**src/cpu_defs.svh**
```systemverilog
`ifndef CPU_DEFS_SVH
`define CPU_DEFS_SVH

`default_nettype none

// datapath word and register width
`define DATA_W 16
// register index width, sixteen registers
`define REG_AW 4

// memory word-index widths, 256 words each
`define IMEM_AW 8
`define DMEM_AW 8

// fetch address out of reset
`define RESET_PC 16'h0000

// bit positions inside the 3-bit flag vector
`define FLAG_Z 2
`define FLAG_V 1
`define FLAG_N 0

`default_nettype wire

`endif

```
**src/word_memory.sv**
```systemverilog
`include "cpu_defs.svh"
`timescale 1ns/10ps
`default_nettype none

module word_memory #(
	parameter int ADDR_W = 8
) (
	input  logic                clk,
	input  logic                write_en,
	input  logic [ADDR_W-1:0]   addr,
	input  logic [`DATA_W-1:0]  write_data,
	output logic [`DATA_W-1:0]  read_data
);

	localparam int DEPTH = 1 << ADDR_W;

	logic [`DATA_W-1:0] mem [0:DEPTH-1];

	// power-up contents, unwritten words load as zero
	initial begin
		for (int i = 0; i < DEPTH; i++) begin
			mem[i] = '0;
		end
	end

	always_ff @(posedge clk) begin
		if (write_en) begin
			mem[addr] <= write_data;
		end
	end

	// combinational read, same cycle as the address
	assign read_data = mem[addr];

endmodule

`default_nettype wire

```
**config.mk**
```make
export PLATFORM = sky130hd
export DESIGN_NAME = word_memory
export DESIGN_NICKNAME = d
export VERILOG_FILES = /design/src/word_memory.sv
export VERILOG_INCLUDE_DIRS = /design/src
export SDC_FILE = /design/constraint.sdc
export NUM_CORES = 2
export LEC_CHECK = 0
export ABC_CLOCK_PERIOD_IN_PS = 3600
export BUFFER_PORTS_ARGS = -buffer_cell sky130_fd_sc_hd__buf_2
export CAP_MARGIN = 5
export CORE_ASPECT_RATIO = 1.4
export CORE_MARGIN = 2
export CORE_UTILIZATION = 60
export DETAILED_ROUTE_END_ITERATION = 7
export GPL_ROUTABILITY_DRIVEN = 0
export PLACE_DENSITY = 0.76
export SYNTH_ARGS = -nofsm -noshare
export SYNTH_HDL_FRONTEND = slang
export SYNTH_SLANG_ARGS = --single-unit
```
**constraint.sdc**
```tcl
create_clock -name clk -period 3.6 [get_ports clk]
set_clock_uncertainty 0.05 [all_clocks]
set_input_delay 0.36 -clock clk [delete_from_list [all_inputs] [get_ports clk]]
set_output_delay 0.36 -clock clk [all_outputs]
set_load 0.1 [all_outputs]
```
==> out/metrics.cfg <==
[sta]
period_needed_ps=4290
hold_violations=0
setup-tns-final_ps=-5260
post-route-period-util_pct=119
setup_viol=16
setup_ws_ps=-694
slew_viol_final=0
fmax_mhz=233
max_slew_margin_pct=1.09
rsz0062_at_grt=true
worstMarginPinSlew_ps=1480
whs_ps=48.0

[floorplan]
pin_count=42
die_area_mm2=0.263
fp.dieW_um=434
core_area_mm2=0.257
rows=220
die_h_um=606
start_util_pct=60.4

[synthesis]
synth_area_leaders=edfxtp_1 79%, mux4_2 15%, a22oi_1 2.5%, a21oi_1 0.83%, clkbuf_1 0.60%
synth-edff-count=4096
async_reset_ff_share_pct=0
yosysMostFrequentCell=edfxtp_1
syn_nets=6737
syn_avg_cell_area_um2=23.1
ys.warnings.count=0
syn-cell-area_mm2=0.155
seq_area_frac_synth_pct=79.3
ys.flop_type=edfxtp_1
syn_inst=6711
netlist_top_cells_count=4,096 x edfxtp_1, 1,024 x mux4_2, 512 x a22oi_1
synth_area_leader_cell=edfxtp_1
yosysTopAreaCellShare_pct=79.3
yosysUniqueCellTypes=21
ys_seq_elements=4096

[critical_path]
end_kind=output port
start_kind=flip-flop
cp.required_ps=3190
path_max_fanout=1
cp.arrival_ps=3880
critPathKind=reg -> out

[cts]
clk_pin_slew_ps=70
ctsHtreeMaxLevel=5
cts_buffers=359
cts_tree=yes
root_buffer=clkbuf_16
cts.path.max_buffers=4
cts.sinks=4096

[detailed_routing]
dr.pass1.iters=8
ant_nets=0
drtIter0Drc=12900
drc=0
wl_mm=430
wl_per_cell_um=37.7
vias=80200
vias_per_cell=7.03

[placement]
hpwl_mm=250
port_buffers=41

[cells_and_area]
top_regs=mem (4096)
finish.utilization_pct=70.8
top_register=mem
synthToLayoutAreaGrowth_pct=17.3
drive_above_1_share_pct=37.2
nNetsFinal=7712
largest_reg_flops=4096

[power]
power_density_mw_per_mm2=533
p_leak_uw=0.0571
ir_drop_v=0.000430
p_total_uw=97000

[run_status]
outcome=complete, but fails checks
violations=max-capacitance violations, negative setup slack

[worst_hold_path]
hp-class=in -> reg

[grt]
gr-total-overflow=0
grt_pass1_vias=81300
grt_max_degree=139
grt_pass1_wl_mm=606
grtUsageTotal_pct=32.9
antenna_found_initial=14

[run]
drv_cap=1

worst max-delay path, stage by stage, from the launching register on:
cell	delay, ps
edfxtp_1	440
mux4_2	600
a22oi_1	320
a21oi_1	190
o41ai_1	400
buf_4	200
nand4_1	450
buf_12	360
metrics by stage:
step                      instance area (µm²)  worst slack [ps]  std cells
after floorplan                        155000              40.1       6711
after CTS                              181000              -637      11400
after global placement                 167000             -1080      10700
final                                  182000              -694      11400
after detailed placement               167000             -1220      10700
after global routing                   182000              -616      11400
layout by cell type, fill, tap and decap left out, types with 65 or more instances in the layout:
cell type / synthesis / final
clkinv_2: 0 / 65
edfxtp_1: 4096 / 4096
clkbuf_1: 249 / 69
clkbuf_16: 0 / 372
a22oi_1: 512 / 329
nor2_1: 232 / 229
a21oi_2: 0 / 82
a22oi_2: 0 / 183
buf_4: 16 / 787
buf_12: 0 / 146
a21oi_1: 256 / 139
mux4_2: 1024 / 1024
kinds of logic (layout without fill, tap and decap cells):
logic type,Yosys count,in the layout,share of synthesized area (%)
flip-flops,4096,4096,79.3
multiplexers,1024,1024,14.9
AO/OA/AOI/OAI,832,832,3.67
buffers and inverters,421,1667,1.24
AND/OR/NAND/NOR,338,338,0.909
other,0,10,0
power by group:
group / leakage, µW / switching, µW / total (µW) / internal (µW)
registers: 0.0368 / 29.2 / 52600 / 52500
clock network: 0.00560 / 17100 / 38400 / 21300
logic: 0.0146 / 3750 / 6040 / 2290
layer usage:
layer	routed length, µm	global-route usage, %
met5	50	0
met2	214000	53.8
met3	47100	6.10
met4	34400	21.2
met1	134000	40.7
final cells by class:
type	instances	area (µm²)
Sequential cell	4096	123000
Fill cell	13700	74900
Multi-Input combinational cell	2194	32800
Timing Repair Buffer	1034	10300
Clock buffer	439	9520
Tap cell	3441	4310
Clock inverter	193	1950
Antenna cell	10	25.0
Inverter	1	3.75
worst paths after layout:
check,from,end,slack (ps),cells after the start
worst max-delay path,mem[206][10],read_data[10],-690,7
worst min-delay path,write_data[12],mem[64][12],50,1
timing repair:
action,in CTS,in global routing
pin swaps,105,95
buffers inserted,19,18
gates resized for setup,331,189
gates cloned,6,2
endpoints found under the hold margin,328,7
endpoints found under the setup margin,16,16
hold buffers,13,1
No activity file was read; power rests on OpenSTA's default activity.
