$ cat src/cpu_defs.svh
`ifndef CPU_DEFS_SVH
`define CPU_DEFS_SVH

`default_nettype none

// datapath word and register width
`define DATA_W 16
// register index width, sixteen registers
`define REG_AW 4

// memory word-index widths, 256 words each
`define IMEM_AW 8
`define DMEM_AW 8

// fetch address out of reset
`define RESET_PC 16'h0000

// bit positions inside the 3-bit flag vector
`define FLAG_Z 2
`define FLAG_V 1
`define FLAG_N 0

`default_nettype wire

`endif

$ cat src/isa_pkg.sv
`include "cpu_defs.svh"
`default_nettype none

package isa_pkg;

	// major opcode in instruction bits 15:12
	typedef enum logic [3:0] {
		ADD = 4'd0,
		SUB = 4'd1,
		XOR = 4'd2,
		AND = 4'd3,
		// shifts take the unsigned immediate as amount
		SLL = 4'd4,
		SRA = 4'd5,
		ROR = 4'd6,
		OR  = 4'd7,
		LW  = 4'd8,
		SW  = 4'd9,
		LLB = 4'd10,
		LHB = 4'd11,
		B   = 4'd12,
		// register-indirect branch slot, retires as a no-op
		NOP = 4'd13,
		PCS = 4'd14,
		HLT = 4'd15
	} opcode_t;

	// branch condition in bits 11:9, tested against Z/V/N
	typedef enum logic [2:0] {
		NE  = 3'd0,
		EQ  = 3'd1,
		GT  = 3'd2,
		LT  = 3'd3,
		GE  = 3'd4,
		LE  = 3'd5,
		OV  = 3'd6,
		UNC = 3'd7
	} cond_t;

	// register-format view of an instruction word
	typedef struct packed {
		opcode_t              opcode;
		logic [`REG_AW-1:0]   rd;
		logic [`REG_AW-1:0]   rs;
		logic [`REG_AW-1:0]   rt;
	} instr_t;

endpackage

`default_nettype wire

$ cat src/pc_unit.sv
`include "cpu_defs.svh"
`timescale 1ns/10ps
`default_nettype none

module pc_unit (
	input  logic                clk,
	input  logic                reset,
	input  logic                branch,
	input  isa_pkg::cond_t      cond,
	input  logic [8:0]          offset,
	input  logic [2:0]          flags,
	input  logic                halt_req,
	output logic [`DATA_W-1:0]  pc,
	output logic [`DATA_W-1:0]  pc_plus2,
	output logic                halted
);
	import isa_pkg::*;

	logic               z;
	logic               v;
	logic               n;
	logic               taken;
	logic [`DATA_W-1:0] target;
	logic [`DATA_W-1:0] next_pc;

	assign z = flags[`FLAG_Z];
	assign v = flags[`FLAG_V];
	assign n = flags[`FLAG_N];

	// condition test against the stored flags
	always_comb begin
		case (cond)
			NE:      taken = ~z;
			EQ:      taken = z;
			GT:      taken = ~z & ~n;
			LT:      taken = n;
			GE:      taken = ~n;
			LE:      taken = z | n;
			OV:      taken = v;
			UNC:     taken = 1'b1;
			default: taken = 1'b0;
		endcase
	end

	// byte addressing, one instruction is two bytes
	assign pc_plus2 = pc + `DATA_W'(2);

	// word offset, sign extended and doubled
	assign target = pc_plus2 + {{(`DATA_W-10){offset[8]}}, offset, 1'b0};

	assign next_pc = (branch && taken) ? target : pc_plus2;

	always_ff @(posedge clk) begin
		if (reset) begin
			pc     <= `RESET_PC;
			halted <= 1'b0;
		end else if (!halted) begin
			// pc stays on the HLT word from here on
			if (halt_req) begin
				halted <= 1'b1;
			end else begin
				pc <= next_pc;
			end
		end
	end

endmodule

`default_nettype wire

$ cat config.mk
export PLATFORM = sky130hd
export DESIGN_NAME = pc_unit
export DESIGN_NICKNAME = d
export VERILOG_FILES = /design/src/isa_pkg.sv /design/src/pc_unit.sv
export VERILOG_INCLUDE_DIRS = /design/src
export SDC_FILE = /design/constraint.sdc
export NUM_CORES = 1
export LEC_CHECK = 0
export ABC_AREA = 1
export BUFFER_PORTS_ARGS = -buffer_cell sky130_fd_sc_hd__clkbuf_2
export CAP_MARGIN = 0
export CORE_UTILIZATION = 31
export DETAILED_ROUTE_END_ITERATION = 7
export PLACE_DENSITY_LB_ADDON = 0.2
export SETUP_SLACK_MARGIN = 0.3
export SYNTH_ARGS = -nofsm -noshare
export SYNTH_HDL_FRONTEND = slang
export SYNTH_SLANG_ARGS = --single-unit
$ cat constraint.sdc
create_clock -name clk -period 6.67 [get_ports clk]
set_input_delay 1.0005 -clock clk [delete_from_list [all_inputs] [get_ports clk]]
set_output_delay 1.0005 -clock clk [all_outputs]
set_load 0.02 [all_outputs]
==> out/metrics.cfg, run 1 <==
[global_route]
grt_overflow=0
grt_pass1_wl_um=8940
grt_max_degree=17
grt_use_total_pct=17.9
grt_pass1_vias=1978
antenna_found_initial=0

[placed_design]
post-place-cells=432
portBuffers=49
dp_hpwl_um=4460
gp_congestion=0.822
place_area_um2=2190
dp_slack_ns=3.97

[drt]
top_layer=met4
viasPerCell=4.81
detail_route.wirelength.met1_um=2670
drt-pass1-iter-count=4
routed_wl_um=5340
drc=0
drt-initial-drc-count=91
drtAntennaViolNets=0
wl_met2_um=2450
wire_per_inst_um=12.3
wl_met3_um=165
num_vias=2092

[power]
p_sw_mw=0.146
comb_power_share_pct=45.4
leakage_nw=1.23
seqPwrFrac_pct=33.0
finalPower_mw=0.343
ir_drop_v=0.0000496
sw_frac_of_total_pct=42.4
p_per_area_nw_per_um2=154
internal_power_mw=0.198
clockPowerShare_pct=21.6

[worst_setup_path]
critPathKind=flop to output port
path_cells=ha_1 > nand3_2 > nor2_4 > nand2_1 > xnor2_1 > clkbuf_2
reg2regPathDepth=15
path_buf_inv=1
startpoint_type=flop
cp.required_ns=5.67
cp_top_family=simple AND/OR/NAND/NOR gates
arrival_ns=1.96
crit_slowest_cell=dfxtp_1
end_kind=output port
worst-path-max-fanout=6
critical_path.max_stage_delay_ns=0.41
cp.depth=6

[timing]
fmax_ghz=0.338
setup_tns_ns=0
relSlewSlack_pct=60.7
fin_crit_sh_pct=44.3
period_minus_slack_ns=2.96
drv_slew=0
rsz0062_at_grt=false
finalHoldViolCount=0
finalWorstSetupSlack_ns=3.71
finalSetupViolations=0
tightestPinTransition_ns=0.588
fin_worst_skew_ns=0.00342

[clock_network]
cts_hold_buf=0
cts_resized=0
clk_latency_ns=0.25
cts.clk_slew.worst_paths_ns=0.06
cts_buffer_depth=2
cts_buffers=3
postCtsSetupBuffers=0
htree_levels=1
cts_tree=done
numClockSinks=16
cts-root-buf=clkbuf_8

[status]
status=finished clean

[synth]
synth_area_leaders=nand2_1, dfxtp_1, ha_1, inv_1, a21oi_1
yosys.area.top_type_share_pct=18.8
yosysUniqueCellTypes=33
async_reset_ff_share_pct=0
synthFlopType=dfxtp_1
synth_seq_area_share_pct=17.0
yosysTopAreaCell=nand2_1
yosys_warnings=0
synth_edf_count=0
synth_most_common_cell=nand2_1
synth_cells=311
synthTopCellsByCount=nand2_1, inv_1, a21oi_1, nor2_1, nand3_1
ys_ff_latch=16
synth.cell_area_um2=1880
syn_area_per_cell_um2=6.05

[hold_path]
hp-class=flop to flop
hold_depth=2

[layout]
final_area_um2=2230
syn_to_final_growth_pct=18.7
diodes=0
drive_above_1_share_pct=17.5
fillCellCount=682
num-nets-final=400
fin_cells=435

[die]
die_w_um=79.9
fp-row-count=28
io_pins=52
fp.dieH_um=79.9
core-area_um2=5890
start_util_pct=32.0
die_area_um2=6390

[run]
max_cap_violations=0

metrics by stage:
stage               util [%]  hold WS, ns
floorplan                  -        0.554
global placement        37.3        0.483
detailed placement      37.3        0.493
CTS                     38.0        0.502
global route            38.0        0.533
finish                  38.0        0.496
registers in the layout, indices dropped and copies added, names as in the netlist:
register / cells
halted: 1
pc: 15
tightest hold or removal path: cells and delay by family, from the launching register on:
kind	cells	cell delay (ns)
flip-flops	1	0.34
AND/OR/NAND/NOR	2	0.11
power groups by stage:
stage,clock [mW],combinational (mW),sequential (mW)
floorplan,0,0.104,0.122
global placement,0,0.156,0.115
detailed placement,0,0.156,0.115
CTS,0.0757,0.157,0.113
global route,0.0785,0.176,0.114
finish,0.0741,0.156,0.113
final cells by class:
class                           instances  area [µm²]  area share [%]
Sequential cell                        16         320            14.3
Timing Repair Buffer                   49         245            11.0
Multi-Input combinational cell        245        1360            60.8
Tap cell                               75        93.8            4.20
Inverter                               47         176            7.89
Clock buffer                            3        41.3            1.85
cell families after synthesis:
family,share of synthesized area [%]
AO/OA/AOI/OAI,14.6
AND/OR/NAND/NOR,37.1
flip-flops,17.0
buffers and inverters,11.0
adder cells (fa/ha/maj),13.0
other,0.199
XOR/XNOR,6.98
cell usage in the layout, fill, tap and decap left out, types with 3 or more instances in the layout:
| cell type | synthesis | layout |
|---|---|---|
| nand2_1 | 94 | 94 |
| dfxtp_1 | 16 | 16 |
| inv_2 | 3 | 3 |
| nand3_1 | 20 | 20 |
| o21ai_0 | 13 | 13 |
| o211ai_1 | 5 | 5 |
| nor2_1 | 25 | 25 |
| xor2_1 | 10 | 10 |
| xnor2_1 | 5 | 5 |
| clkbuf_8 | 0 | 3 |
| ha_1 | 18 | 18 |
| nand3_2 | 3 | 3 |
| clkbuf_2 | 0 | 49 |
| inv_1 | 44 | 44 |
| a21oi_1 | 25 | 25 |
| nand4_1 | 6 | 6 |
routing by layer:
metal	GRT usage, %	vias up
li1	-	1099
met1	23.6	957
met2	31.2	32
met3	1.83	4
met4	3.75	0
met5	0	-
worst paths after layout:
| kind | startpoint | to | slack (ns) |
|---|---|---|---|
| hold / removal | pc[2] | pc[2] | 0.50 |
| setup reg to reg | pc[1] | pc[14] | 3.96 |
| hold reg to reg | pc[2] | pc[2] | 0.50 |
| setup / recovery | pc[1] | pc_plus2[11] | 3.71 |
(Power assumes the default switching activity.)
==> run 2: changes to the inputs <==
==> constraint.sdc (replaced) <==
create_clock -name clk -period 2.4 [get_ports clk]
set_input_delay 0.36 -clock clk [delete_from_list [all_inputs] [get_ports clk]]
set_output_delay 0.36 -clock clk [all_outputs]
set_load 0.02 [all_outputs]
==> out/metrics.cfg, run 2 (synthesis results as in run 1) <==
[layout]
most-common-layout-cells=nand2_1, clkbuf_2, buf_4, inv_1  ; was nand2_1, clkbuf_2, inv_1, nor2_1, a21oi_1
largest_reg_flops=15  ; unchanged
fin_cells=482  ; was 435
top_register=pc  ; unchanged
syn_to_final_growth_pct=66.2  ; was 18.7%
layout_commonest_cell=nand2_1  ; unchanged
largestRegisters=pc (15), halted (1)  ; unchanged
final_area_um2=3130  ; was 2230 µm²
drive_above_1_share_pct=46.2  ; was 17.5%
diodes=0  ; unchanged
num-nets-final=446  ; was 400

[worst_setup_path]
worst-path-max-fanout=3  ; was 6
path_buf_inv=3  ; was 1
cp.required_ns=2.59  ; was 5.67 ns
rr_endpoint=pc[15]  ; was pc[14]
crit_slowest_cell=dfxtp_4  ; was dfxtp_1
critical_path.max_stage_delay_ns=0.38  ; was 0.41 ns
ff2ff_setup_slack_ns=0.13  ; was 3.96 ns
arrival_ns=2.45  ; was 1.96 ns
path_common_cell=nand2_1
cp_top_family=simple AND/OR/NAND/NOR gates  ; unchanged
reg2regPathDepth=18  ; was 15
critical_path.reg2reg.startpoint=pc[1]  ; unchanged
path_cells=ha_4 > nand3_4 > nor2_4 > nand3_2 > nor2_2 > xor2_1 > buf_4 > inv_4 > ha_4 > nand2_2 > inv_1 > nand2_1 > nand2_1 > a21oi_1 > nand2_1 > nand3_1 > nand3_1 > a21oi_1  ; was ha_1 > nand3_2 > nor2_4 > nand2_1 > xnor2_1 > clkbuf_2
end_kind=flop  ; was output port
critPathKind=flop to flop  ; was flop to output port
startpoint_type=flop  ; unchanged

[power]
sw_frac_of_total_pct=41.5  ; was 42.4%
seqPwrFrac_pct=26.5  ; was 33.0%
clockPowerShare_pct=17.5  ; was 21.6%
comb_power_share_pct=56.0  ; was 45.4%
leakage_nw=1.58  ; was 1.23 nW
ir_drop_v=0.000215  ; was 0.0000496 V
internal_power_mw=0.689  ; was 0.198 mW
p_sw_mw=0.489  ; was 0.146 mW
p_per_area_nw_per_um2=377  ; was 154 nW/µm²

[die]
core-area_um2=5890  ; unchanged
io_pins=52  ; unchanged
fp.dieH_um=79.9  ; unchanged
die_w_um=79.9  ; unchanged
die_area_um2=6390  ; unchanged
start_util_pct=32.0  ; unchanged
fp-row-count=28  ; unchanged

[global_route]
grt_pass1_wl_um=9970  ; was 8940 µm
grtUsageMet2_pct=37.0  ; was 31.2%
antenna_found_initial=0  ; unchanged
grt_util_met1_pct=25.7  ; was 23.6%
grt-busiest-layer=met2  ; unchanged
grt_max_degree=17  ; unchanged
gr-usage-met3_pct=2.86  ; was 1.83%
grt_use_total_pct=20.1  ; was 17.9%
grt_overflow=0  ; unchanged
grt_pass1_vias=2198  ; was 1978

[timing]
fin_crit_sh_pct=94.5
fmax_ghz=0.441
finalHoldViolCount=0  ; unchanged
fin_worst_skew_ns=0.00973  ; was 0.00342 ns
drv_slew=0  ; unchanged
finalSetupViolations=0  ; unchanged
rsz0062_at_grt=true  ; was false
period_minus_slack_ns=2.27

[drt]
drtAntennaViolNets=0  ; unchanged
routed_wl_um=6350  ; was 5340 µm
viasPerCell=4.87  ; was 4.81
drc=0  ; unchanged
drt-initial-drc-count=110  ; was 91
num_vias=2349  ; was 2092
wire_per_inst_um=13.2  ; was 12.3 µm
drt-pass1-iter-count=4  ; unchanged

[clock_network]
cts_buffer_depth=2  ; unchanged
cts.clk_slew.worst_paths_ns=0.07  ; was 0.06 ns
cts_buffers=3  ; unchanged
htree_levels=1  ; unchanged
cts_tree=done  ; unchanged
clk_latency_ns=0.25  ; about the same
numClockSinks=16  ; unchanged
cts-root-buf=clkbuf_8  ; unchanged

[hold_path]
hold_start=reset  ; was pc[2]
hold_depth=4  ; was 2
hp-class=input port to flop  ; was flop to flop
holdPathEnd=pc[12]  ; was pc[2]

[placed_design]
portBuffers=49  ; unchanged
dp_hpwl_um=4870  ; was 4460 µm
gp_congestion=0.995  ; was 0.822
place_area_um2=2460  ; was 2190 µm²
post-place-cells=452  ; was 432

[status]
status=finished clean  ; unchanged

[run]
max_cap_violations=0  ; unchanged

==> run 2: timing repair <==
action / 4_1_cts / 5_1_grt
endpoints found under the setup margin: 13 / 15
hold buffers: 0 / 0
resized for setup: 53 / 45
pin swaps: 23 / 14
gates cloned: 0 / 0
setup buffers: 15 / 11
==> run 2: worst max-delay path by stage <==
stage,from,end,slack [ns],cells after the start
after floorplan,pc[2],pc[15],0.06,18
after global placement,pc[3],pc[15],-0.11,18
after detailed placement,pc[3],pc[15],-0.19,18
after CTS,pc[1],pc[14],0.13,17
after global routing,pc[1],pc[14],-0.05,16
final,pc[1],pc[15],0.13,18
==> run 2: cell type report <==
| cell class | instances | area (µm²) |
|---|---|---|
| Clock buffer | 3 | 41.3 |
| Tap cell | 75 | 93.8 |
| Sequential cell | 16 | 349 |
| Clock inverter | 1 | 3.75 |
| Inverter | 47 | 179 |
| Fill cell | 595 | 2760 |
| Multi-Input combinational cell | 245 | 1820 |
| Timing Repair Buffer | 95 | 639 |
==> run 2: layer usage <==
| metal | routed length (µm) | vias to the layer above |
|---|---|---|
| met2 | 3200 | 70 |
| met3 | 251 | 2 |
| met5 | 0 | - |
| met4 | 8 | 0 |
| li1 | - | 1191 |
| met1 | 2890 | 1086 |
==> run 2: power groups by stage <==
stage	Combinational (mW)	Sequential, mW	Clock [mW]
floorplan	0.305	0.344	0
global placement	0.490	0.320	0
detailed placement	0.491	0.320	0
CTS	0.571	0.313	0.213
global route	0.719	0.316	0.227
finish	0.660	0.312	0.206
==> run 2: worst reg2reg max path, cell delays in order, from the launching register on <==
cell and delay, ns:
dfxtp_4 0.38, ha_4 0.15, nand3_4 0.07, nor2_4 0.11, nand3_2 0.10, nor2_2 0.10, xor2_1 0.14, buf_4 0.15
inv_4 0.05, ha_4 0.23, nand2_2 0.09, inv_1 0.04, nand2_1 0.05, nand2_1 0.05, a21oi_1 0.13, nand2_1 0.09
nand3_1 0.09, nand3_1 0.06, a21oi_1 0.13
==> run 2: through the flow <==
stage / utilization, % / setup TNS, ns / total power [mW] / hold slack [ns] / setup slack, ns
6_report: 53.1 / 0 / 1.18 / 0.490 / 0.132
3_5_place_dp: 41.8 / -0.554 / 0.811 / 0.505 / -0.195
3_3_place_gp: 41.8 / -0.301 / 0.810 / 0.489 / -0.114
2_1_floorplan: - / 0 / 0.649 / 0.501 / 0.0632
4_1_cts: 48.6 / 0 / 1.10 / 0.486 / 0.130
5_1_grt: 53.1 / -0.112 / 1.26 / 0.524 / -0.0531
