==> src/cpu_defs.svh <==
`ifndef CPU_DEFS_SVH
`define CPU_DEFS_SVH

`default_nettype none

// datapath word and register width
`define DATA_W 16
// register index width, sixteen registers
`define REG_AW 4

// memory word-index widths, 256 words each
`define IMEM_AW 8
`define DMEM_AW 8

// fetch address out of reset
`define RESET_PC 16'h0000

// bit positions inside the 3-bit flag vector
`define FLAG_Z 2
`define FLAG_V 1
`define FLAG_N 0

`default_nettype wire

`endif

==> src/isa_pkg.sv <==
`include "cpu_defs.svh"
`default_nettype none

package isa_pkg;

	// major opcode in instruction bits 15:12
	typedef enum logic [3:0] {
		ADD = 4'd0,
		SUB = 4'd1,
		XOR = 4'd2,
		AND = 4'd3,
		// shifts take the unsigned immediate as amount
		SLL = 4'd4,
		SRA = 4'd5,
		ROR = 4'd6,
		OR  = 4'd7,
		LW  = 4'd8,
		SW  = 4'd9,
		LLB = 4'd10,
		LHB = 4'd11,
		B   = 4'd12,
		// register-indirect branch slot, retires as a no-op
		NOP = 4'd13,
		PCS = 4'd14,
		HLT = 4'd15
	} opcode_t;

	// branch condition in bits 11:9, tested against Z/V/N
	typedef enum logic [2:0] {
		NE  = 3'd0,
		EQ  = 3'd1,
		GT  = 3'd2,
		LT  = 3'd3,
		GE  = 3'd4,
		LE  = 3'd5,
		OV  = 3'd6,
		UNC = 3'd7
	} cond_t;

	// register-format view of an instruction word
	typedef struct packed {
		opcode_t              opcode;
		logic [`REG_AW-1:0]   rd;
		logic [`REG_AW-1:0]   rs;
		logic [`REG_AW-1:0]   rt;
	} instr_t;

endpackage

`default_nettype wire

==> src/core_pkg.sv <==
`default_nettype none

package core_pkg;

	// operation performed by the ALU
	typedef enum logic [2:0] {
		ALU_ADD,
		ALU_SUB,
		ALU_XOR,
		ALU_AND,
		ALU_OR,
		ALU_SLL,
		ALU_SRA,
		ALU_ROR
	} alu_op_t;

	// source of the register-file write data
	typedef enum logic [1:0] {
		// ALU result
		WB_ALU,
		// data memory load
		WB_MEM,
		// LLB / LHB byte merge
		WB_BYTE,
		// return address, PC+2
		WB_PCS
	} wb_src_t;

endpackage

`default_nettype wire

==> src/control_unit.sv <==
`include "cpu_defs.svh"
`timescale 1ns/10ps
`default_nettype none

module control_unit (
	input  logic              reset,
	input  logic              halted,
	input  isa_pkg::opcode_t  opcode,
	output core_pkg::alu_op_t alu_op,
	output logic              alu_imm,
	output logic              src1_is_dst,
	output logic              reg_write,
	output logic              mem_write,
	output logic [2:0]        flag_write_en,
	output core_pkg::wb_src_t wb_src,
	output logic              branch,
	output logic              halt_req
);
	import isa_pkg::*;
	import core_pkg::*;

	logic       active;
	logic       reg_write_raw;
	logic       mem_write_raw;
	logic [2:0] flag_raw;
	logic       branch_raw;
	logic       halt_raw;

	// no state may change in reset or after HLT
	assign active = ~reset & ~halted;

	always_comb begin
		alu_op        = ALU_ADD;
		alu_imm       = 1'b0;
		src1_is_dst   = 1'b0;
		wb_src        = WB_ALU;
		reg_write_raw = 1'b0;
		mem_write_raw = 1'b0;
		flag_raw      = 3'b000;
		branch_raw    = 1'b0;
		halt_raw      = 1'b0;
		case (opcode)
			// arithmetic updates all three flags
			ADD: begin
				reg_write_raw = 1'b1;
				flag_raw      = 3'b111;
			end
			SUB: begin
				alu_op        = ALU_SUB;
				reg_write_raw = 1'b1;
				flag_raw      = 3'b111;
			end
			// logic ops and shifts touch Z only
			XOR, AND, OR: begin
				alu_op                = (opcode == XOR) ? ALU_XOR :
				                        (opcode == AND) ? ALU_AND : ALU_OR;
				reg_write_raw         = 1'b1;
				flag_raw[`FLAG_Z]     = 1'b1;
			end
			SLL, SRA, ROR: begin
				alu_op                = (opcode == SLL) ? ALU_SLL :
				                        (opcode == SRA) ? ALU_SRA : ALU_ROR;
				alu_imm               = 1'b1;
				reg_write_raw         = 1'b1;
				flag_raw[`FLAG_Z]     = 1'b1;
			end
			LW: begin
				wb_src        = WB_MEM;
				reg_write_raw = 1'b1;
			end
			SW:  mem_write_raw = 1'b1;
			// byte loads merge into the old destination value
			LLB, LHB: begin
				src1_is_dst   = 1'b1;
				wb_src        = WB_BYTE;
				reg_write_raw = 1'b1;
			end
			B:   branch_raw = 1'b1;
			PCS: begin
				wb_src        = WB_PCS;
				reg_write_raw = 1'b1;
			end
			HLT: halt_raw = 1'b1;
			default: ;
		endcase
	end

	assign reg_write     = reg_write_raw & active;
	assign mem_write     = mem_write_raw & active;
	assign flag_write_en = flag_raw & {3{active}};
	assign branch        = branch_raw & active;
	assign halt_req      = halt_raw & active;

endmodule

`default_nettype wire

==> config.mk <==
export PLATFORM = sky130hd
export DESIGN_NAME = control_unit
export DESIGN_NICKNAME = d
export VERILOG_FILES = /design/src/isa_pkg.sv /design/src/core_pkg.sv /design/src/control_unit.sv
export VERILOG_INCLUDE_DIRS = /design/src
export SDC_FILE = /design/constraint.sdc
export NUM_CORES = 1
export LEC_CHECK = 0
export ABC_AREA = 1
export BUFFER_PORTS_ARGS = -buffer_cell sky130_fd_sc_hd__buf_2
export CAP_MARGIN = 20
export CORE_AREA = 2 2 39 41
export DETAILED_ROUTE_END_ITERATION = 6
export DIE_AREA = 0 0 41 43
export GPL_TIMING_DRIVEN = 0
export REMOVE_ABC_BUFFERS = 1
export SETUP_SLACK_MARGIN = 0.05
export SLEW_MARGIN = 20
export SYNTH_ARGS = -nofsm -noshare
export SYNTH_HDL_FRONTEND = slang
export SYNTH_SLANG_ARGS = --single-unit
export TNS_END_PERCENT = 20
==> constraint.sdc <==
create_clock -name vclk -period 0.8
set_input_delay 0.04 -clock vclk [all_inputs]
set_output_delay 0.04 -clock vclk [all_outputs]
set_load 0.005 [all_outputs]
==> results of run 1 <==
[cell usage in the layout (no fill, tap or decap)]
cell type  netlist  layout
o21ai_0          2       2
nor3_1           1       1
nand2_1          8       8
nor2_1          10       9
or2_1            1       1
buf_6            0       1
inv_1            8       8
buf_2            0      19
a21oi_1          1       1
nor2_2           0       1
nor4_1           1       1
or2_4            1       1
nand3_1          2       2
[power groups by stage]
stage,clock network [W],logic (W),registers [W]
final,0,0.000113,0
after floorplan,0,0.0000542,0
after detailed placement,0,0.000110,0
after CTS,0,0.000115,0
after global routing,0,0.000128,0
after global placement,0,0.000109,0
[cells by family after synthesis]
group	after synthesis
AND/OR/NAND/NOR	24
buffers and inverters	9
AO/OA/AOI/OAI	3
[worst min-delay path, stage by stage]
cell and delay (ns):
buf_2 0.13, nor2_1 0.05, buf_2 0.11
[through the flow]
stage	hold slack, ns	utilization	worst slack [ns]	TNS, ns	power (W)
finish	0.372	0.201	-0.0526	-0.0998	0.000113
global route	0.402	0.201	-0.0936	-0.288	0.000128
CTS	0.373	0.201	-0.0614	-0.120	0.000115
detailed placement	0.371	0.194	-0.0711	-0.140	0.000110
global placement	0.372	0.194	-0.0675	-0.133	0.000109
floorplan	0.111	-	0.152	0	0.0000542
[worst max-delay path by stage]
stage	startpoint	endpoint	slack, ns	cells past startpoint
2_1_floorplan	reset	branch	0.15	3
4_1_cts	reset	halt_req	-0.06	5
6_report	reset	halt_req	-0.05	5
3_3_place_gp	reset	halt_req	-0.07	5
3_5_place_dp	reset	halt_req	-0.07	5
5_1_grt	reset	halt_req	-0.09	5
[metal layers]
metal  vias to the layer above  global-route usage  wire (microns)
met3                         0                   0              29
met4                         0                   0               0
met5                         -                   0               0
li1                        146                   -               -
met2                         7               0.122             297
met1                       115              0.0538             207
[final cells by class]
cell class         instances  area, sq um  share of cell area
inverters                  8         30.0               0.108
multi-input cells         27          121               0.437
well taps                 16         20.0              0.0721
repair buffers            20          106               0.383
[repair_timing]
item,4_1_cts,5_1_grt
setup buffers,0,0
resized for setup,2,0
endpoints found under the setup margin,6,8
cloned,0,0
hold buffers,0,0
==> impl_metrics.env, run 1 <==
export IMPL_antennaDiodeCount=0
export IMPL_worstHoldStart="opcode[3]"
export IMPL_nNetsFinal=63
export IMPL_seq_cell_count=0
export IMPL_failed_checks="setup timing"
export IMPL_required_ns=0.76
export IMPL_fin_cells=71
export IMPL_grt_overflow=0
export IMPL_grt_total_usage=0.0559
export IMPL_core_area_sq_mm=0.00138
export IMPL_drt_wl_total_microns=534
export IMPL_ios=20
export IMPL_grt_pass1_wl_microns=745
export IMPL_portBuffers=20
export IMPL_die_h_microns=43
export IMPL_whs_endpoint="flag_write_en[2]"
export IMPL_synthAdderAreaFrac=0
export IMPL_clockPowerShare=0
export IMPL_synth_most_common_cell="nor2_1"
export IMPL_netSwitchingFraction=0.546
export IMPL_hp_class="primary input to primary output"
export IMPL_drtAntennaViolNets=0
export IMPL_cpPeakStageDelay_ns=0.26
export IMPL_timing_setup_critical_path_class="primary input to primary output"
export IMPL_yosysWarnings=0
export IMPL_combPwrFrac=1.000
export IMPL_cp_top_family="simple AND/OR/NAND/NOR gates"
export IMPL_yosys_cell_types_count=11
export IMPL_maxCapViolCount=0
export IMPL_p_sw_w=0.0000618
export IMPL_dr_first_iter_drc_count=0
export IMPL_setup_violations=2
export IMPL_p_int_w=0.0000514
export IMPL_dp_hpwl_microns=480
export IMPL_design_area_sq_um=278
export IMPL_seq_area_sq_um=0
export IMPL_drc=0
export IMPL_dpl_cell_area_sq_um=269
export IMPL_place_gp_congestion=0.682
export IMPL_synth_common_cells="nor2_1, inv_1, nand2_1"
export IMPL_min_delay_path_depth=3
export IMPL_start_util=0.113
export IMPL_vias_per_cell=3.77
export IMPL_synth_xor_area_frac=0
export IMPL_p_per_area_mw_per_mm2=407
export IMPL_synth_simple_area_share=0.664
export IMPL_crit_buf_inv=2
export IMPL_p_seq_frac=0
export IMPL_antenna_found_initial=0
export IMPL_p_leak_nw=0.197
export IMPL_grt_start_max_net_pins=8
export IMPL_max_freq_mhz=1170
export IMPL_startpoint_type="primary input"
export IMPL_syn_inst=36
export IMPL_clkbuf_count=0
export IMPL_muxShareOfSynthArea=0
export IMPL_setup_ws_ns=-0.0526
export IMPL_place_inst=71
export IMPL_nFillCells=176
export IMPL_finalHoldViolations=0
export IMPL_routedWlPerCell_microns=7.52
export IMPL_slowest_stage="or2_4"
export IMPL_drv_slew=0
export IMPL_synth_seq_area_share=0
export IMPL_synth_top_family_by_area="simple AND/OR/NAND/NOR gates"
export IMPL_synth_compound_area_frac=0.0960
export IMPL_drive_gt1_frac=0.400
export IMPL_worstSetupEndpointType="primary output"
export IMPL_slew_headroom=0.832
export IMPL_post_synth_top_area_cell="nor2_1"
export IMPL_crit_path_max_fanout=5
export IMPL_path_cells="buf_6, or2_4, or2_1, nor2_1, buf_2"
export IMPL_avgSynthCellArea_sq_um=4.34
export IMPL_die_width_microns=41
export IMPL_synth_area_sq_um=156
export IMPL_ir_drop_mv=0.0604
export IMPL_finalCritPeriodShare=1.07
export IMPL_first_pass_iters=1
export IMPL_synth_top_area_share=0.240
export IMPL_min_period_ns=0.853
export IMPL_fp_dieArea_sq_mm=0.00176
export IMPL_tightestPinTransition_ns=0.249
export IMPL_vias=268
export IMPL_area_growth_pct=77.6
export IMPL_status="complete, but fails checks"
export IMPL_rsz0062_at_grt="yes"
export IMPL_grt_pass1_vias=207
export IMPL_rows=14
export IMPL_synthTopCellsByArea="nor2_1, inv_1, nand2_1"
export IMPL_crit_arrival_ns=0.81
Power figures use the tool's default switching activity.
==> inputs of run 2 (changes only) <==
==> constraint.sdc (replaced) <==
create_clock -name vclk -period 1.1
set_input_delay 0.055 -clock vclk [all_inputs]
set_output_delay 0.055 -clock vclk [all_outputs]
set_load 0.005 [all_outputs]
==> run 2 against run 1 <==
  * The run now ends clean
  * Core utilization down 0.63 points
  * Cell count unchanged
  * Global-route usage unchanged
  * Critical path depth unchanged
  * Total power down 30%
  * Critical path type unchanged
==> impl_metrics.env, run 2 (synthesis gave the netlist of run 1 again) <==
export IMPL_drtAntennaViolNets=0
export IMPL_fin_tns_setup_ns=0
export IMPL_cp_common_cell="buf_2"
export IMPL_setup_violations=0
export IMPL_first_pass_iters=1
export IMPL_clockPowerShare=0
export IMPL_cts_setup_buffers=0
export IMPL_area_growth_pct=72.0
export IMPL_tightestPinTransition_ns=0.249
export IMPL_p_sw_w=0.0000440
export IMPL_ios=20
export IMPL_grt_pass1_wl_microns=745
export IMPL_dr_first_iter_drc_count=0
export IMPL_ir_drop_mv=0.0447
export IMPL_fin_hold_ws_ns=0.404
export IMPL_vias=267
export IMPL_grt_pass1_vias=209
export IMPL_drt_wl_total_microns=514
export IMPL_maxCapViolCount=0
export IMPL_cp_top_family="simple AND/OR/NAND/NOR gates"
export IMPL_p_per_area_mw_per_mm2=293
export IMPL_status="completed"
export IMPL_clkbuf_count=0
export IMPL_p_int_w=0.0000349
export IMPL_portBuffers=20
export IMPL_startpoint_type="primary input"
export IMPL_antennaDiodeCount=0
export IMPL_crit_path_max_fanout=5
export IMPL_nNetsFinal=63
export IMPL_rows=14
export IMPL_timing_setup_critical_path_class="primary input to primary output"
export IMPL_vias_per_cell=3.76
export IMPL_drv_slew=0
export IMPL_mostFrequentLayoutCell="buf_2"
export IMPL_p_seq_frac=0
export IMPL_hp_class="primary input to primary output"
export IMPL_die_h_microns=43
export IMPL_final_cell_mix="buf_2, nor2_1, inv_1, nand2_1"
export IMPL_p_leak_nw=0.195
export IMPL_fp_dieArea_sq_mm=0.00176
export IMPL_cts_resized=0
export IMPL_max_freq_mhz=1120
export IMPL_finalHoldViolations=0
export IMPL_rsz0062_at_grt="no"
export IMPL_worstSetupEndpointType="primary output"
export IMPL_drive_gt1_frac=0.382
export IMPL_seq_cell_count=0
export IMPL_finalCritPeriodShare=0.811
export IMPL_seq_area_sq_um=0
export IMPL_crit_buf_inv=2
export IMPL_path_cells="buf_2, or2_4, or2_1, nor2_1, buf_2"
export IMPL_cpPeakStageDelay_ns=0.26
export IMPL_nFillCells=175
export IMPL_die_width_microns=41
export IMPL_routedWlPerCell_microns=7.24
export IMPL_grt_start_max_net_pins=8
export IMPL_dp_hpwl_microns=480
export IMPL_netSwitchingFraction=0.558
export IMPL_multi_input_comb_area_sq_um=119
export IMPL_antenna_found_initial=0
export IMPL_grt_overflow=0
export IMPL_start_util=0.113
export IMPL_min_period_ns=0.893
export IMPL_crit_arrival_ns=0.84
export IMPL_slowest_stage="or2_4"
export IMPL_hold_buffers=0
export IMPL_grt_total_usage=0.0559
export IMPL_place_gp_congestion=0.682
export IMPL_combPwrFrac=1.000
export IMPL_required_ns=1.04
export IMPL_slew_headroom=0.832
export IMPL_drc=0
export IMPL_core_area_sq_mm=0.00138
==> run 2: final timing paths <==
check | from | endpoint | slack, ns | cells after the start
worst max-delay path | reset | halt_req | 0.21 | 5
worst min-delay path | opcode[3] | flag_write_en[2] | 0.40 | 3
==> run 2: through the flow <==
stage          utilization  instances   power, W  cell area [sq um]  setup slack (ns)
3_3_place_gp         0.194         71  0.0000792                269             0.203
5_1_grt              0.194         71  0.0000903                269             0.166
4_1_cts              0.194         71  0.0000801                269             0.198
2_1_floorplan            -         35  0.0000394                149             0.422
3_5_place_dp         0.194         71  0.0000799                269             0.199
6_report             0.194         71  0.0000789                269             0.207
==> run 2: layout make-up <==
class,count,area share
inverters,8,0.112
multi-input cells,27,0.442
well taps,16,0.0744
repair buffers,20,0.372
==> run 2: power by group through the flow <==
stage | clock, W | sequential [W] | combinational [W]
floorplan | 0 | 0 | 0.0000394
global placement | 0 | 0 | 0.0000792
detailed placement | 0 | 0 | 0.0000799
CTS | 0 | 0 | 0.0000801
global route | 0 | 0 | 0.0000903
finish | 0 | 0 | 0.0000789
==> run 2: layer usage <==
layer,up-vias,part of all wire,track usage
met5,-,0,0
met4,0,0,0
met3,0,0.056,0
met2,7,0.56,0.122
met1,115,0.38,0.0538
li1,145,-,-
==> inputs of run 3 (changes only) <==
==> constraint.sdc (replaced) <==
create_clock -name vclk -period 0.9
set_input_delay 0.045 -clock vclk [all_inputs]
set_output_delay 0.045 -clock vclk [all_outputs]
set_load 0.005 [all_outputs]
==> run 3 against run 2 <==
  * Global-route usage stayed put
  * Sequential cell count did not move
  * Core utilization is 0.45 points higher
  * Die area unchanged
  * Clock-buffer cell count is the same
  * Total power grew 25%
  * Cell area increased by 2.3%
  * Critical endpoint unchanged
==> impl_metrics.env, run 3 (synthesis gave the netlist of run 1 again) <==
export IMPL_status="completed"
export IMPL_antenna_found_initial=0
export IMPL_fin_cells=71
export IMPL_nFillCells=174
export IMPL_die_width_microns=41
export IMPL_ios=20
export IMPL_grt_start_max_net_pins=8
export IMPL_ir_drop_mv=0.0549
export IMPL_pre_cts_ws_ns=0.0189
export IMPL_rsz0062_at_grt="yes"
export IMPL_vias_per_cell=3.76
export IMPL_setup_ws_ns=0.0374
export IMPL_drv_slew=0
export IMPL_p_leak_nw=0.197
export IMPL_core_area_sq_mm=0.00138
export IMPL_crit_path_max_fanout=5
export IMPL_fp_dieArea_sq_mm=0.00176
export IMPL_max_freq_mhz=1160
export IMPL_finalCritPeriodShare=0.958
export IMPL_required_ns=0.85
export IMPL_dr_first_iter_drc_count=0
export IMPL_routedWlPerCell_microns=7.32
export IMPL_die_h_microns=43
export IMPL_place_gp_congestion=0.682
export IMPL_tightestPinTransition_ns=0.249
export IMPL_finalHoldViolations=0
export IMPL_portBuffers=20
export IMPL_drtAntennaViolNets=0
export IMPL_grt_overflow=0
export IMPL_area_growth_pct=76.0
export IMPL_antennaDiodeCount=0
export IMPL_grt_total_usage=0.0559
export IMPL_setup_violations=0
export IMPL_nNetsFinal=63
export IMPL_first_pass_iters=1
export IMPL_final_cell_mix="buf_2, nor2_1, inv_1, nand2_1"
export IMPL_startpoint_type="primary input"
export IMPL_fin_tns_setup_ns=0
export IMPL_crit_arrival_ns=0.82
export IMPL_maxCapViolCount=0
export IMPL_seq_cell_count=0
export IMPL_p_per_area_mw_per_mm2=360
export IMPL_dp_hpwl_microns=480
export IMPL_worstSetupEndpointType="primary output"
export IMPL_seq_area_sq_um=0
export IMPL_rows=14
export IMPL_min_period_ns=0.863
export IMPL_slew_headroom=0.832
export IMPL_mostFrequentLayoutCell="buf_2"
export IMPL_hp_class="primary input to primary output"
export IMPL_place_inst=71
export IMPL_drc=0
export IMPL_start_util=0.113
export IMPL_grt_pass1_wl_microns=745
export IMPL_vias=267
export IMPL_min_delay_path_depth=3
export IMPL_drive_gt1_frac=0.382
export IMPL_timing_setup_critical_path_class="primary input to primary output"
export IMPL_clkbuf_count=0
export IMPL_grt_pass1_vias=207
export IMPL_drt_wl_total_microns=520
==> run 3: cell counts in the layout (fill, tap and decap cells not counted) <==
No cell type changed its count.
==> run 3: layout make-up <==
class / count / area [sq um] / share of cell area
multi-input combinational: 27 / 119 / 0.432
timing repair buffer: 20 / 106 / 0.386
inverter: 8 / 30.0 / 0.109
tap: 16 / 20.0 / 0.0727
==> run 3: routing by layer <==
metal | share of wire | GRT usage | wire (microns)
met1 | 0.38 | 0.0538 | 196
met2 | 0.57 | 0.122 | 294
met3 | 0.056 | 0 | 29
met4 | 0 | 0 | 0
met5 | 0 | 0 | 0
==> run 3: repair_timing <==
item,in CTS,in global routing
endpoints found under the hold margin,0,0
hold buffers,0,0
setup endpoints to repair,2,4
setup buffers,0,0
resized for setup,0,1
==> run 3: report_power, final <==
| part | internal (W) | switching, W | leakage, nW |
|---|---|---|---|
| clock | 0 | 0 | 0 |
| sequential | 0 | 0 | 0 |
| combinational | 0.0000452 | 0.0000538 | 0.197 |
==> run 3: path summary, 6_finish.rpt <==
check	from	endpoint
setup / recovery	reset	halt_req
hold / removal	opcode[3]	flag_write_en[2]
==> run 3: worst max-delay path, cell delays in order <==
cell and delay [ns]:
buf_6 0.09, or2_4 0.26, or2_1 0.22, nor2_1 0.09, buf_2 0.11
==> run 3: metrics by stage <==
step | instance area [sq um] | utilization | total power, W | hold slack (ns)
6_report | 275 | 0.199 | 0.0000990 | 0.382
5_1_grt | 275 | 0.199 | 0.000113 | 0.412
4_1_cts | 269 | 0.194 | 0.0000980 | 0.383
3_5_place_dp | 269 | 0.194 | 0.0000976 | 0.381
3_3_place_gp | 269 | 0.194 | 0.0000968 | 0.382
2_1_floorplan | 149 | - | 0.0000481 | 0.121
